### src/include/board_params.svh
/*
 * Width macros for the board I/O adapter.
 * Included by the packages and by RTL that loops over buses.
 */
`ifndef BOARD_PARAMS_SVH
`define BOARD_PARAMS_SVH

// Flattened pinmux vector widths.
`define BOARD_OUT_PINS_W 16
`define BOARD_IN_PINS_W 8
`define BOARD_INOUT_PINS_W 24

// Modeled I2C buses: QWIIC1, HAT ID, HAT secondary.
`define BOARD_I2C_BUSES 3

// Pin-to-pin loopback paths.
`define BOARD_LOOPBACK_W 6

// CHERI error indicator bits.
`define BOARD_CHERI_ERR_W 9

`endif

### src/hdl/board_dev_pkg.sv
/*
 * Device-side types of the board I/O adapter.
 * Covers I2C line vectors, the loopback vector and the CHERI error vector.
 */
`default_nettype none

`include "board_params.svh"

package board_dev_pkg;

  // One bit per bus.
  // Bit 0 is QWIIC1, bit 1 the HAT ID bus, bit 2 the HAT secondary bus.
  typedef logic [`BOARD_I2C_BUSES-1:0] i2c_lines_t;

  // Loopback sources, MSB first.
  // AH_TMPIO8, AH_TMPIO1, MB10, MB7, MB4, PMOD0_8.
  typedef logic [`BOARD_LOOPBACK_W-1:0] loopback_t;

  // CHERI error indicators, one per exception class.
  typedef logic [`BOARD_CHERI_ERR_W-1:0] cheri_err_t;

endpackage

`default_nettype wire

### src/hdl/board_pins_pkg.sv
/*
 * Pin-vector types and bit positions of the flattened pinmux vectors.
 * Imported by the blocks that pick pins out of these vectors or place values into them.
 */
`default_nettype none

`include "board_params.svh"

package board_pins_pkg;

  // Pin vectors as seen from the system side.
  typedef logic [`BOARD_OUT_PINS_W-1:0]   out_pins_t;
  typedef logic [`BOARD_IN_PINS_W-1:0]    in_pins_t;
  typedef logic [`BOARD_INOUT_PINS_W-1:0] inout_pins_t;

  // Output-only pins.
  parameter int unsigned OUT_PIN_SER0_TX = 0;
  parameter int unsigned OUT_PIN_MB4     = 5;
  parameter int unsigned OUT_PIN_MB7     = 8;
  parameter int unsigned OUT_PIN_MB10    = 11;

  // Input-only pins.
  parameter int unsigned IN_PIN_SER0_RX = 0;
  parameter int unsigned IN_PIN_MB3     = 3;
  parameter int unsigned IN_PIN_MB8     = 6;

  // Bidirectional pins, I2C first.
  parameter int unsigned INOUT_PIN_SCL1       = 0;
  parameter int unsigned INOUT_PIN_SDA1       = 1;
  parameter int unsigned INOUT_PIN_RPH_G0     = 2;
  parameter int unsigned INOUT_PIN_RPH_G1     = 3;
  parameter int unsigned INOUT_PIN_RPH_G2_SDA = 4;
  parameter int unsigned INOUT_PIN_RPH_G3_SCL = 5;
  // SPI on PMOD1: CS, COPI, CIPO, SCK.
  parameter int unsigned INOUT_PIN_PMOD1_1    = 6;
  parameter int unsigned INOUT_PIN_PMOD1_2    = 7;
  parameter int unsigned INOUT_PIN_PMOD1_3    = 8;
  parameter int unsigned INOUT_PIN_PMOD1_4    = 9;
  parameter int unsigned INOUT_PIN_PMOD0_1    = 10;
  parameter int unsigned INOUT_PIN_PMOD0_8    = 11;
  parameter int unsigned INOUT_PIN_PMOD0_10   = 12;
  parameter int unsigned INOUT_PIN_AH_TMPIO0  = 13;
  parameter int unsigned INOUT_PIN_AH_TMPIO1  = 14;
  parameter int unsigned INOUT_PIN_AH_TMPIO8  = 15;
  parameter int unsigned INOUT_PIN_AH_TMPIO9  = 16;

  // Clock and data pin of each I2C bus, indexed in i2c_lines_t order.
  // The HAT ID bus puts SDA on GPIO0 and SCL on GPIO1.
  parameter int unsigned I2C_SCL_PIN [`BOARD_I2C_BUSES] =
    '{INOUT_PIN_SCL1, INOUT_PIN_RPH_G1, INOUT_PIN_RPH_G3_SCL};
  parameter int unsigned I2C_SDA_PIN [`BOARD_I2C_BUSES] =
    '{INOUT_PIN_SDA1, INOUT_PIN_RPH_G0, INOUT_PIN_RPH_G2_SDA};

endpackage

`default_nettype wire

### src/hdl/board_link_if.sv
/*
 * Internal link from the pin decoder to the encoder and the loopback retimer.
 * Carries resolved open-drain bus lines and the raw loopback sources.
 */
`timescale 1ns/1ps
`default_nettype none

interface board_link_if;
  import board_dev_pkg::*;

  // Controller-side I2C lines after open-drain resolution.
  i2c_lines_t scl_line;
  i2c_lines_t sda_line;

  // PMOD1 SPI controller outputs after resolution.
  logic spi_cs_line;
  logic spi_sck_line;
  logic spi_copi_line;

  // Loopback sources before retiming.
  loopback_t loop_src;

  // Decoder produces every line.
  modport decoder (
    output scl_line, sda_line, spi_cs_line, spi_sck_line, spi_copi_line, loop_src
  );

  // Encoder only needs the I2C lines for the wired-AND readback.
  modport encoder (input scl_line, sda_line);

  modport retimer (input loop_src);

endinterface

`default_nettype wire

### src/hdl/pin_decoder.sv
/*
 * Resolves open-drain drives of the I2C and SPI pins and routes output pins.
 * Fully combinational; feeds the link interface and the UART TX line.
 */
`timescale 1ns/1ps
`default_nettype none

`include "board_params.svh"

module pin_decoder (
  input  board_pins_pkg::out_pins_t   out_to_pins_i,
  input  board_pins_pkg::inout_pins_t inout_to_pins_i,
  input  board_pins_pkg::inout_pins_t inout_to_pins_en_i,
  board_link_if.decoder               link,
  output logic                        uart_tx_o
);
  import board_pins_pkg::*;

  // Driven value when enabled, pulled up otherwise.
  function automatic logic od_drive(input logic val, input logic en);
    return en ? val : 1'b1;
  endfunction

  always_comb begin
    for (int b = 0; b < `BOARD_I2C_BUSES; b++) begin
      link.scl_line[b] = od_drive(inout_to_pins_i[I2C_SCL_PIN[b]],
                                  inout_to_pins_en_i[I2C_SCL_PIN[b]]);
      link.sda_line[b] = od_drive(inout_to_pins_i[I2C_SDA_PIN[b]],
                                  inout_to_pins_en_i[I2C_SDA_PIN[b]]);
    end
    // SPI on PMOD1 idles high when not driven.
    link.spi_cs_line   = od_drive(inout_to_pins_i[INOUT_PIN_PMOD1_1],
                                  inout_to_pins_en_i[INOUT_PIN_PMOD1_1]);
    link.spi_copi_line = od_drive(inout_to_pins_i[INOUT_PIN_PMOD1_2],
                                  inout_to_pins_en_i[INOUT_PIN_PMOD1_2]);
    link.spi_sck_line  = od_drive(inout_to_pins_i[INOUT_PIN_PMOD1_4],
                                  inout_to_pins_en_i[INOUT_PIN_PMOD1_4]);
  end

  // Loopback sources, same order as loopback_t.
  assign link.loop_src = {inout_to_pins_i[INOUT_PIN_AH_TMPIO8],
                          inout_to_pins_i[INOUT_PIN_AH_TMPIO1],
                          out_to_pins_i[OUT_PIN_MB10],
                          out_to_pins_i[OUT_PIN_MB7],
                          out_to_pins_i[OUT_PIN_MB4],
                          inout_to_pins_i[INOUT_PIN_PMOD0_8]};

  // System UART transmit.
  assign uart_tx_o = out_to_pins_i[OUT_PIN_SER0_TX];

endmodule

`default_nettype wire

### src/hdl/loopback_retimer.sv
/*
 * Single register stage on the pin-to-pin loopback paths.
 * Breaks the net-level loop from output pins back to input pins.
 */
`timescale 1ns/1ps
`default_nettype none

module loopback_retimer (
  input  logic                      clk_i,
  input  logic                      rst_ni,
  board_link_if.retimer             link,
  output board_dev_pkg::loopback_t  loop_q_o
);

  // Sources sampled each edge, visible one cycle later.
  always_ff @(posedge clk_i or negedge rst_ni) begin
    if (!rst_ni) begin
      loop_q_o <= '0;
    end else begin
      loop_q_o <= link.loop_src;
    end
  end

  // Exactly one cycle of latency from the decoder's sources.
  a_loop_one_cycle: assert property (
    @(posedge clk_i) disable iff (!rst_ni)
    1'b1 |=> (loop_q_o == $past(link.loop_src))
  ) else $error("loopback output does not match previous source");

endmodule

`default_nettype wire

### src/hdl/pin_encoder.sv
/*
 * Builds the input pin vectors seen by the system.
 * Combines device lines, wired-AND I2C readback, retimed loopbacks and tie-offs.
 */
`timescale 1ns/1ps
`default_nettype none

`include "board_params.svh"

module pin_encoder (
  board_link_if.encoder               link,
  input  board_dev_pkg::loopback_t    loop_q_i,
  input  board_dev_pkg::i2c_lines_t   i2c_scl_dev_i,
  input  board_dev_pkg::i2c_lines_t   i2c_sda_dev_i,
  input  logic                        spi_cipo_i,
  input  logic                        uart_rx_i,
  output board_pins_pkg::in_pins_t    in_from_pins_o,
  output board_pins_pkg::inout_pins_t inout_from_pins_o
);
  import board_pins_pkg::*;

  always_comb begin
    // Tie-offs.
    // Bidirectional pins have board pull-ups, input pins read low.
    inout_from_pins_o = '1;
    in_from_pins_o    = '0;

    // The controller must see its own drive plus the device's drive on the wire.
    for (int b = 0; b < `BOARD_I2C_BUSES; b++) begin
      inout_from_pins_o[I2C_SCL_PIN[b]] = link.scl_line[b] & i2c_scl_dev_i[b];
      inout_from_pins_o[I2C_SDA_PIN[b]] = link.sda_line[b] & i2c_sda_dev_i[b];
    end

    // SPI readback from the PMOD1 peripheral.
    inout_from_pins_o[INOUT_PIN_PMOD1_3] = spi_cipo_i;

    // System UART receive.
    in_from_pins_o[IN_PIN_SER0_RX] = uart_rx_i;

    // Loopback destinations, same bit order as the sources.
    // TMPIO8 to TMPIO9 and TMPIO1 to TMPIO0 on the Arduino header.
    // MB10 PWM to PMOD0_1, MB7 TX to MB8 RX, MB4 COPI to MB3 CIPO.
    // PMOD0_8 to PMOD0_10.
    {inout_from_pins_o[INOUT_PIN_AH_TMPIO9],
     inout_from_pins_o[INOUT_PIN_AH_TMPIO0],
     inout_from_pins_o[INOUT_PIN_PMOD0_1],
     in_from_pins_o[IN_PIN_MB8],
     in_from_pins_o[IN_PIN_MB3],
     inout_from_pins_o[INOUT_PIN_PMOD0_10]} = loop_q_i;
  end

endmodule

`default_nettype wire

### src/hdl/cheri_err_tracker.sv
/*
 * Sticky tracking of CHERI error indicators.
 * Raw indicators are modulated for LEDs and repeat, so each bit pulses once only.
 */
`timescale 1ns/1ps
`default_nettype none

module cheri_err_tracker (
  input  logic                      clk_i,
  input  logic                      rst_ni,
  input  board_dev_pkg::cheri_err_t cheri_err_i,
  output board_dev_pkg::cheri_err_t cheri_new_err_o,
  output board_dev_pkg::cheri_err_t cheri_errored_o
);
  import board_dev_pkg::*;

  // Bits raised now that were never seen before.
  cheri_err_t first_seen;

  assign first_seen = cheri_err_i & ~cheri_errored_o;

  always_ff @(posedge clk_i or negedge rst_ni) begin
    if (!rst_ni) begin
      cheri_errored_o <= '0;
      cheri_new_err_o <= '0;
    end else begin
      cheri_errored_o <= cheri_errored_o | cheri_err_i;
      // One-cycle pulse per new bit.
      cheri_new_err_o <= first_seen;
    end
  end

  // A new-error pulse always belongs to a recorded bit.
  a_new_in_errored: assert property (
    @(posedge clk_i) disable iff (!rst_ni)
    (cheri_new_err_o & ~cheri_errored_o) == '0
  ) else $error("new CHERI error pulse without a recorded bit");

  // Recorded bits are sticky until reset.
  a_errored_sticky: assert property (
    @(posedge clk_i) disable iff (!rst_ni)
    1'b1 |=> (($past(cheri_errored_o) & ~cheri_errored_o) == '0)
  ) else $error("recorded CHERI error bit cleared");

endmodule

`default_nettype wire

### src/hdl/board_io_adapter.sv
/*
 * Top level of the board I/O adapter.
 * Connects the system's flattened pin vectors to I2C, SPI, UART and loopback lines.
 */
`timescale 1ns/1ps
`default_nettype none

module board_io_adapter (
  input  logic                        clk_i,
  input  logic                        rst_ni,
  // System side pin vectors.
  input  board_pins_pkg::out_pins_t   out_to_pins_i,
  input  board_pins_pkg::inout_pins_t inout_to_pins_i,
  input  board_pins_pkg::inout_pins_t inout_to_pins_en_i,
  output board_pins_pkg::in_pins_t    in_from_pins_o,
  output board_pins_pkg::inout_pins_t inout_from_pins_o,
  // I2C device lines and resolved controller lines.
  input  board_dev_pkg::i2c_lines_t   i2c_scl_dev_i,
  input  board_dev_pkg::i2c_lines_t   i2c_sda_dev_i,
  output board_dev_pkg::i2c_lines_t   i2c_scl_o,
  output board_dev_pkg::i2c_lines_t   i2c_sda_o,
  // PMOD1 SPI.
  input  logic                        spi_cipo_i,
  output logic                        spi_cs_o,
  output logic                        spi_sck_o,
  output logic                        spi_copi_o,
  // System UART.
  input  logic                        uart_rx_i,
  output logic                        uart_tx_o,
  // CHERI error reporting.
  input  board_dev_pkg::cheri_err_t   cheri_err_i,
  output board_dev_pkg::cheri_err_t   cheri_new_err_o,
  output board_dev_pkg::cheri_err_t   cheri_errored_o
);
  import board_dev_pkg::*;

  board_link_if link ();

  // Retimed loopback values.
  loopback_t loop_q;

  pin_decoder u_pin_decoder (
    .out_to_pins_i      (out_to_pins_i),
    .inout_to_pins_i    (inout_to_pins_i),
    .inout_to_pins_en_i (inout_to_pins_en_i),
    .link               (link),
    .uart_tx_o          (uart_tx_o)
  );

  loopback_retimer u_loopback_retimer (
    .clk_i    (clk_i),
    .rst_ni   (rst_ni),
    .link     (link),
    .loop_q_o (loop_q)
  );

  pin_encoder u_pin_encoder (
    .link              (link),
    .loop_q_i          (loop_q),
    .i2c_scl_dev_i     (i2c_scl_dev_i),
    .i2c_sda_dev_i     (i2c_sda_dev_i),
    .spi_cipo_i        (spi_cipo_i),
    .uart_rx_i         (uart_rx_i),
    .in_from_pins_o    (in_from_pins_o),
    .inout_from_pins_o (inout_from_pins_o)
  );

  cheri_err_tracker u_cheri_err_tracker (
    .clk_i           (clk_i),
    .rst_ni          (rst_ni),
    .cheri_err_i     (cheri_err_i),
    .cheri_new_err_o (cheri_new_err_o),
    .cheri_errored_o (cheri_errored_o)
  );

  // Resolved lines go straight out to the device models.
  assign i2c_scl_o  = link.scl_line;
  assign i2c_sda_o  = link.sda_line;
  assign spi_cs_o   = link.spi_cs_line;
  assign spi_sck_o  = link.spi_sck_line;
  assign spi_copi_o = link.spi_copi_line;

endmodule

`default_nettype wire

### config.mk
export PLATFORM = sky130hd
export DESIGN_NAME = board_io_adapter
export DESIGN_NICKNAME = d
export VERILOG_FILES = /design/src/hdl/board_dev_pkg.sv /design/src/hdl/board_pins_pkg.sv /design/src/hdl/board_link_if.sv /design/src/hdl/pin_decoder.sv /design/src/hdl/loopback_retimer.sv /design/src/hdl/pin_encoder.sv /design/src/hdl/cheri_err_tracker.sv /design/src/hdl/board_io_adapter.sv
export VERILOG_INCLUDE_DIRS = /design/src /design/src/include
export SDC_FILE = /design/constraint.sdc
export NUM_CORES = 1
export LEC_CHECK = 0
export ABC_AREA = 1
export BUFFER_PORTS_ARGS = -buffer_cell sky130_fd_sc_hd__buf_2
export CAP_MARGIN = 20
export CORE_ASPECT_RATIO = 0.9
export CORE_MARGIN = 5
export CORE_UTILIZATION = 30
export CTS_CLUSTER_SIZE = 16
export DETAILED_ROUTE_END_ITERATION = 8
export HOLD_SLACK_MARGIN = 0.05
export PLACE_DENSITY = 0.8
export SLEW_MARGIN = 20
export SYNTH_ARGS = -nofsm -noshare
export SYNTH_HDL_FRONTEND = slang
export SYNTH_SLANG_ARGS = --single-unit
### constraint.sdc
create_clock -name clk_i -period 0.8 [get_ports clk_i]
set_input_delay 0 -clock clk_i [delete_from_list [all_inputs] [get_ports clk_i]]
set_output_delay 0 -clock clk_i [all_outputs]
set_load 0.05 [all_outputs]
==> impl.org <==
** Yosys
- The synthesized design spends more area on one cell type than any other, namely dfrtp_1.
- The top cell type by area accounts for 59.5% of the synthesized area.
- The share of the Yosys chip area taken by registers is between 50% and 60%.
- Most used DFF post-synth :: dfrtp_1
- Number of warnings printed during yosys synthesis :: 0
- Counting flops with a built-in enable in the synthesized netlist gives 0.
- Mean Syn Cell Area :: 9.71 um^2
- #FFs+latches synth :: 24
- Syn Std Cell Area :: 1010 um^2
- Ranking of synthesized cells by instance count :: dfrtp_1 (24), inv_1 (24), buf_4 (21)
- In this run, distinct cell masters in the synthesized netlist total 8.
- For this run, asynchronously set or reset flops after synthesis account for 100%.
- Synthesized instance count :: ~100
- In the post-synthesis netlist, the biggest area contributors are dfrtp_1 (59%), buf_4 (16%), inv_1 (8.9%), or2_1 (5.6%), nand2_1 (3.3%).

** Hold path
- Type of the most critical hold path :: primary input to asynchronous set/reset pin

** Timing
- Final number of setup-violating endpoints :: 14
- The total count of max-transition violations in the final report came to 0.
- The worst pin sits at a relative slew slack of 66.2%.
- Worst setup slack after layout :: -0.0560 ns
- Shortest clock period the worst path allows after layout :: 0.856 ns
- Static timing analysis puts the maximum clock frequency at 1170 MHz.
- For the final database, setup skew stands at about 0.00095 ns.
- Setup repair after global routing could not meet its margin everywhere.
- Final Hold Violating Endpoints :: 0
- Measured slew at the worst slew-check pin :: a little over 0.5 ns
- The final critical path takes up 107% of the cycle.

** Outcome
- The final reports fail on setup timing.
- The run finished, with violations left.

** Place
- Including well taps, the total number of placed cells is approximately 220.
- Port Buffers :: 79
- The congestion estimate from routability-driven global placement came to 0.655.
- Once detailed placement completed, the half-perimeter wirelength came to between 1500 and 2000 um.

** Worst setup path
- Cells along the critical path :: dlygate4sd3_1
- Arrival time at the worst endpoint :: 0.86 ns
- Gate family responsible for the most delay along the worst path :: buffers and inverters
- Crit. End Element :: output port
- Worst endpoint required time :: 0.80 ns
- The worst register-to-register path begins at u_cheri_err_tracker.cheri_errored_o[3].
- Slowest cell delay on critical path :: 0.85 ns
- Worst Setup Path Type :: primary input to output port
- Number of buffer and inverter stages on the critical path :: 1
- Tracing the worst setup path back leads to its startpoint at spi_cipo_i.
- The slowest stage of the critical path is the dlygate4sd3_1 cell.
- Type of element launching the critical path :: primary input
- Peak fanout along the critical path :: 1

** GRT
- Aggregate global-route resource usage :: 10.3%
- Entering global routing, the biggest net connects 25 pins.
- Congestion Overflow GR :: 0
- Antenna violations before repair :: 0
- Global-route wire length before repair :: between 3000 and 4000 um
- Number of global-route vias before repair :: roughly 860

** Die
- The total area inside the core boundary comes to 3300 um^2.
- Number of placement rows :: 20
- In this run the count of I/O pins placed on the die edge is 143.
- For this configuration, the core starts out at a cell density of 30.6%.
- Die Area :: 4630 um^2
- In this run the vertical extent of the chip is 65.0 um.
- Die W :: 71.2 um

** Power
- For this design the ratio of total power to cell area is 1670 nW/um^2.
- Per report_power, the combinational group accounts for 25.2% of the total.
- In this run, the clock network consumes approximately 34% of the power.
- Leakage power :: 0.992 nW
- In this run, flip-flops and latches consume about two fifths of the power.
- The internal portion of the total power is 0.00211 W.
- Switch Pwr :: 0.000911 W
- Power comes to 0.00302 W.
- Net Sw Frac :: 30.2%
- The worst-case IR drop observed on VDD is 933 uV.

** Layout
- Total Nets Final :: between 200 and 300
- Relative area change from synthesis to final layout :: 79.6%
- Seq. cell area :: 612 um^2
- Fill cells in the final layout number 305.
- 0 antenna diodes ended up in the layout.
- Summing all multi-input logic gate instances after layout gives about 220 um^2.
- Of the cells placed in the final design, the portion with a size suffix greater than 1 is 46.0%.
- Measured on the finished design, the core utilization comes to 54.9%.
- For this run, the number of standard cells in the final layout without fillers is 246.

** Clock tree
- Clock tree synthesis selected as its root buffer the cell clkbuf_8.
- Number of buffers on the longest clock path :: 2
- Clock tree synthesis found a total of 24 sinks.
- Number of setup buffers added after CTS :: 0
- TritonCTS built the clock tree.
- Clk Latency, worst-skew pair :: about 0.26 ns
- Clock-pin slew was measured on the worst setup and hold paths at roughly 0.08 ns.
- The number of clock buffers added by TritonCTS is 3.
- Count of H-tree levels built during CTS :: 1

** Run
- Max-cap check violation count :: 0

** Drt
- DRC violations left :: 0
- Count of nets left with antenna violations after detail routing :: 0
- In this run, the number of DRC markers left after iteration 0 of detailed routing was a little over 60.
- First-pass detailed-route iteration total :: 4
- Sum of routed wire length over all layers :: 2540 um
- Vias/cell :: between 3 and 4
- Wire per inst :: 10.3 um
- Routed via count :: 902
layout make-up:
type                            instances  area share (%)
Clock buffer                            3            2.28
Clock inverter                          1            1.66
Inverter                               24            4.97
Multi-Input combinational cell         51            12.2
Sequential cell                        24            33.7
Tap cell                               44            3.04
Timing Repair Buffer                   99            42.1
registers in the layout, summed over array words and instances, names as in the netlist:
name / count
u_cheri_err_tracker.cheri_new_err_o: 9
u_loopback_retimer.loop_q_o: 6
u_cheri_err_tracker.cheri_errored_o: 9
routing by layer:
metal	up-vias	global-route usage, %	part of all wire (%)
li1	449	-	-
met1	404	10.3	31
met2	47	20.6	59
met3	2	1.86	9.2
met4	0	3.76	1.1
met5	-	0	0
cells by family after synthesis:
logic type	synth area share [%]
AO/OA/AOI/OAI	2.97
buffers and inverters	24.5
other	0.744
AND/OR/NAND/NOR	12.3
flip-flops	59.5
power by group through the flow:
stage	registers, W	logic (W)	clock network, W
6_report	0.00123	0.000761	0.00103
5_1_grt	0.00124	0.000810	0.00110
4_1_cts	0.00123	0.000719	0.00107
3_5_place_dp	0.00125	0.000639	0
3_3_place_gp	0.00125	0.000631	0
2_1_floorplan	0.00131	0.000495	0
timing repair:
| action | in CTS | in global routing |
|---|---|---|
| endpoints found under the setup margin | 24 | 24 |
| resized for setup | 48 | 2 |
| pin swaps | 0 | 0 |
| gates cloned | 0 | 0 |
| endpoints found under the hold margin | 51 | 3 |
| hold buffers | 16 | 3 |
path summary, 6_finish.rpt:
path                                                                to  slack (ns)  depth (start not counted)
worst max-delay path                              inout_from_pins_o[8]       -0.06                          1
worst min-delay path                    u_loopback_retimer.loop_q_o[5]        0.19                          3
worst max register to register  u_cheri_err_tracker.cheri_errored_o[3]        0.04                          1
worst min register to register  u_cheri_err_tracker.cheri_new_err_o[5]        0.46                          1
max in group asynchronous       u_cheri_err_tracker.cheri_errored_o[8]        0.45                          3
min in group clk_i                                            spi_cs_o        0.31                          3
layout by cell type (no fill, tap or decap):
| master | count |
|---|---|
| buf_2 | 55 |
| bufinv_16 | 1 |
| buf_8 | 2 |
| or2_1 | 9 |
| inv_1 | 24 |
| nor2_1 | 9 |
| dlygate4sd3_1 | 19 |
| clkbuf_8 | 3 |
| buf_6 | 22 |
| dfrtp_2 | 9 |
| buf_12 | 1 |
| conb_1 | 18 |
| nand2_1 | 9 |
| a21oi_1 | 6 |
| dfrtp_1 | 15 |
stage by stage:
stage	setup WS, ns	setup TNS (ns)	hold slack (ns)	area (um^2)
finish	-0.0560	-0.538	0.194	1810
floorplan	-0.0529	-0.476	-0.296	1080
CTS	-0.0531	-0.484	0.000370	1780
detailed placement	0.0775	0	-0.0514	1390
global route	-0.0781	-1.20	0.215	1810
global placement	0.0827	0	-0.0553	1390
Note: power is estimated with default switching activity, not from simulation.
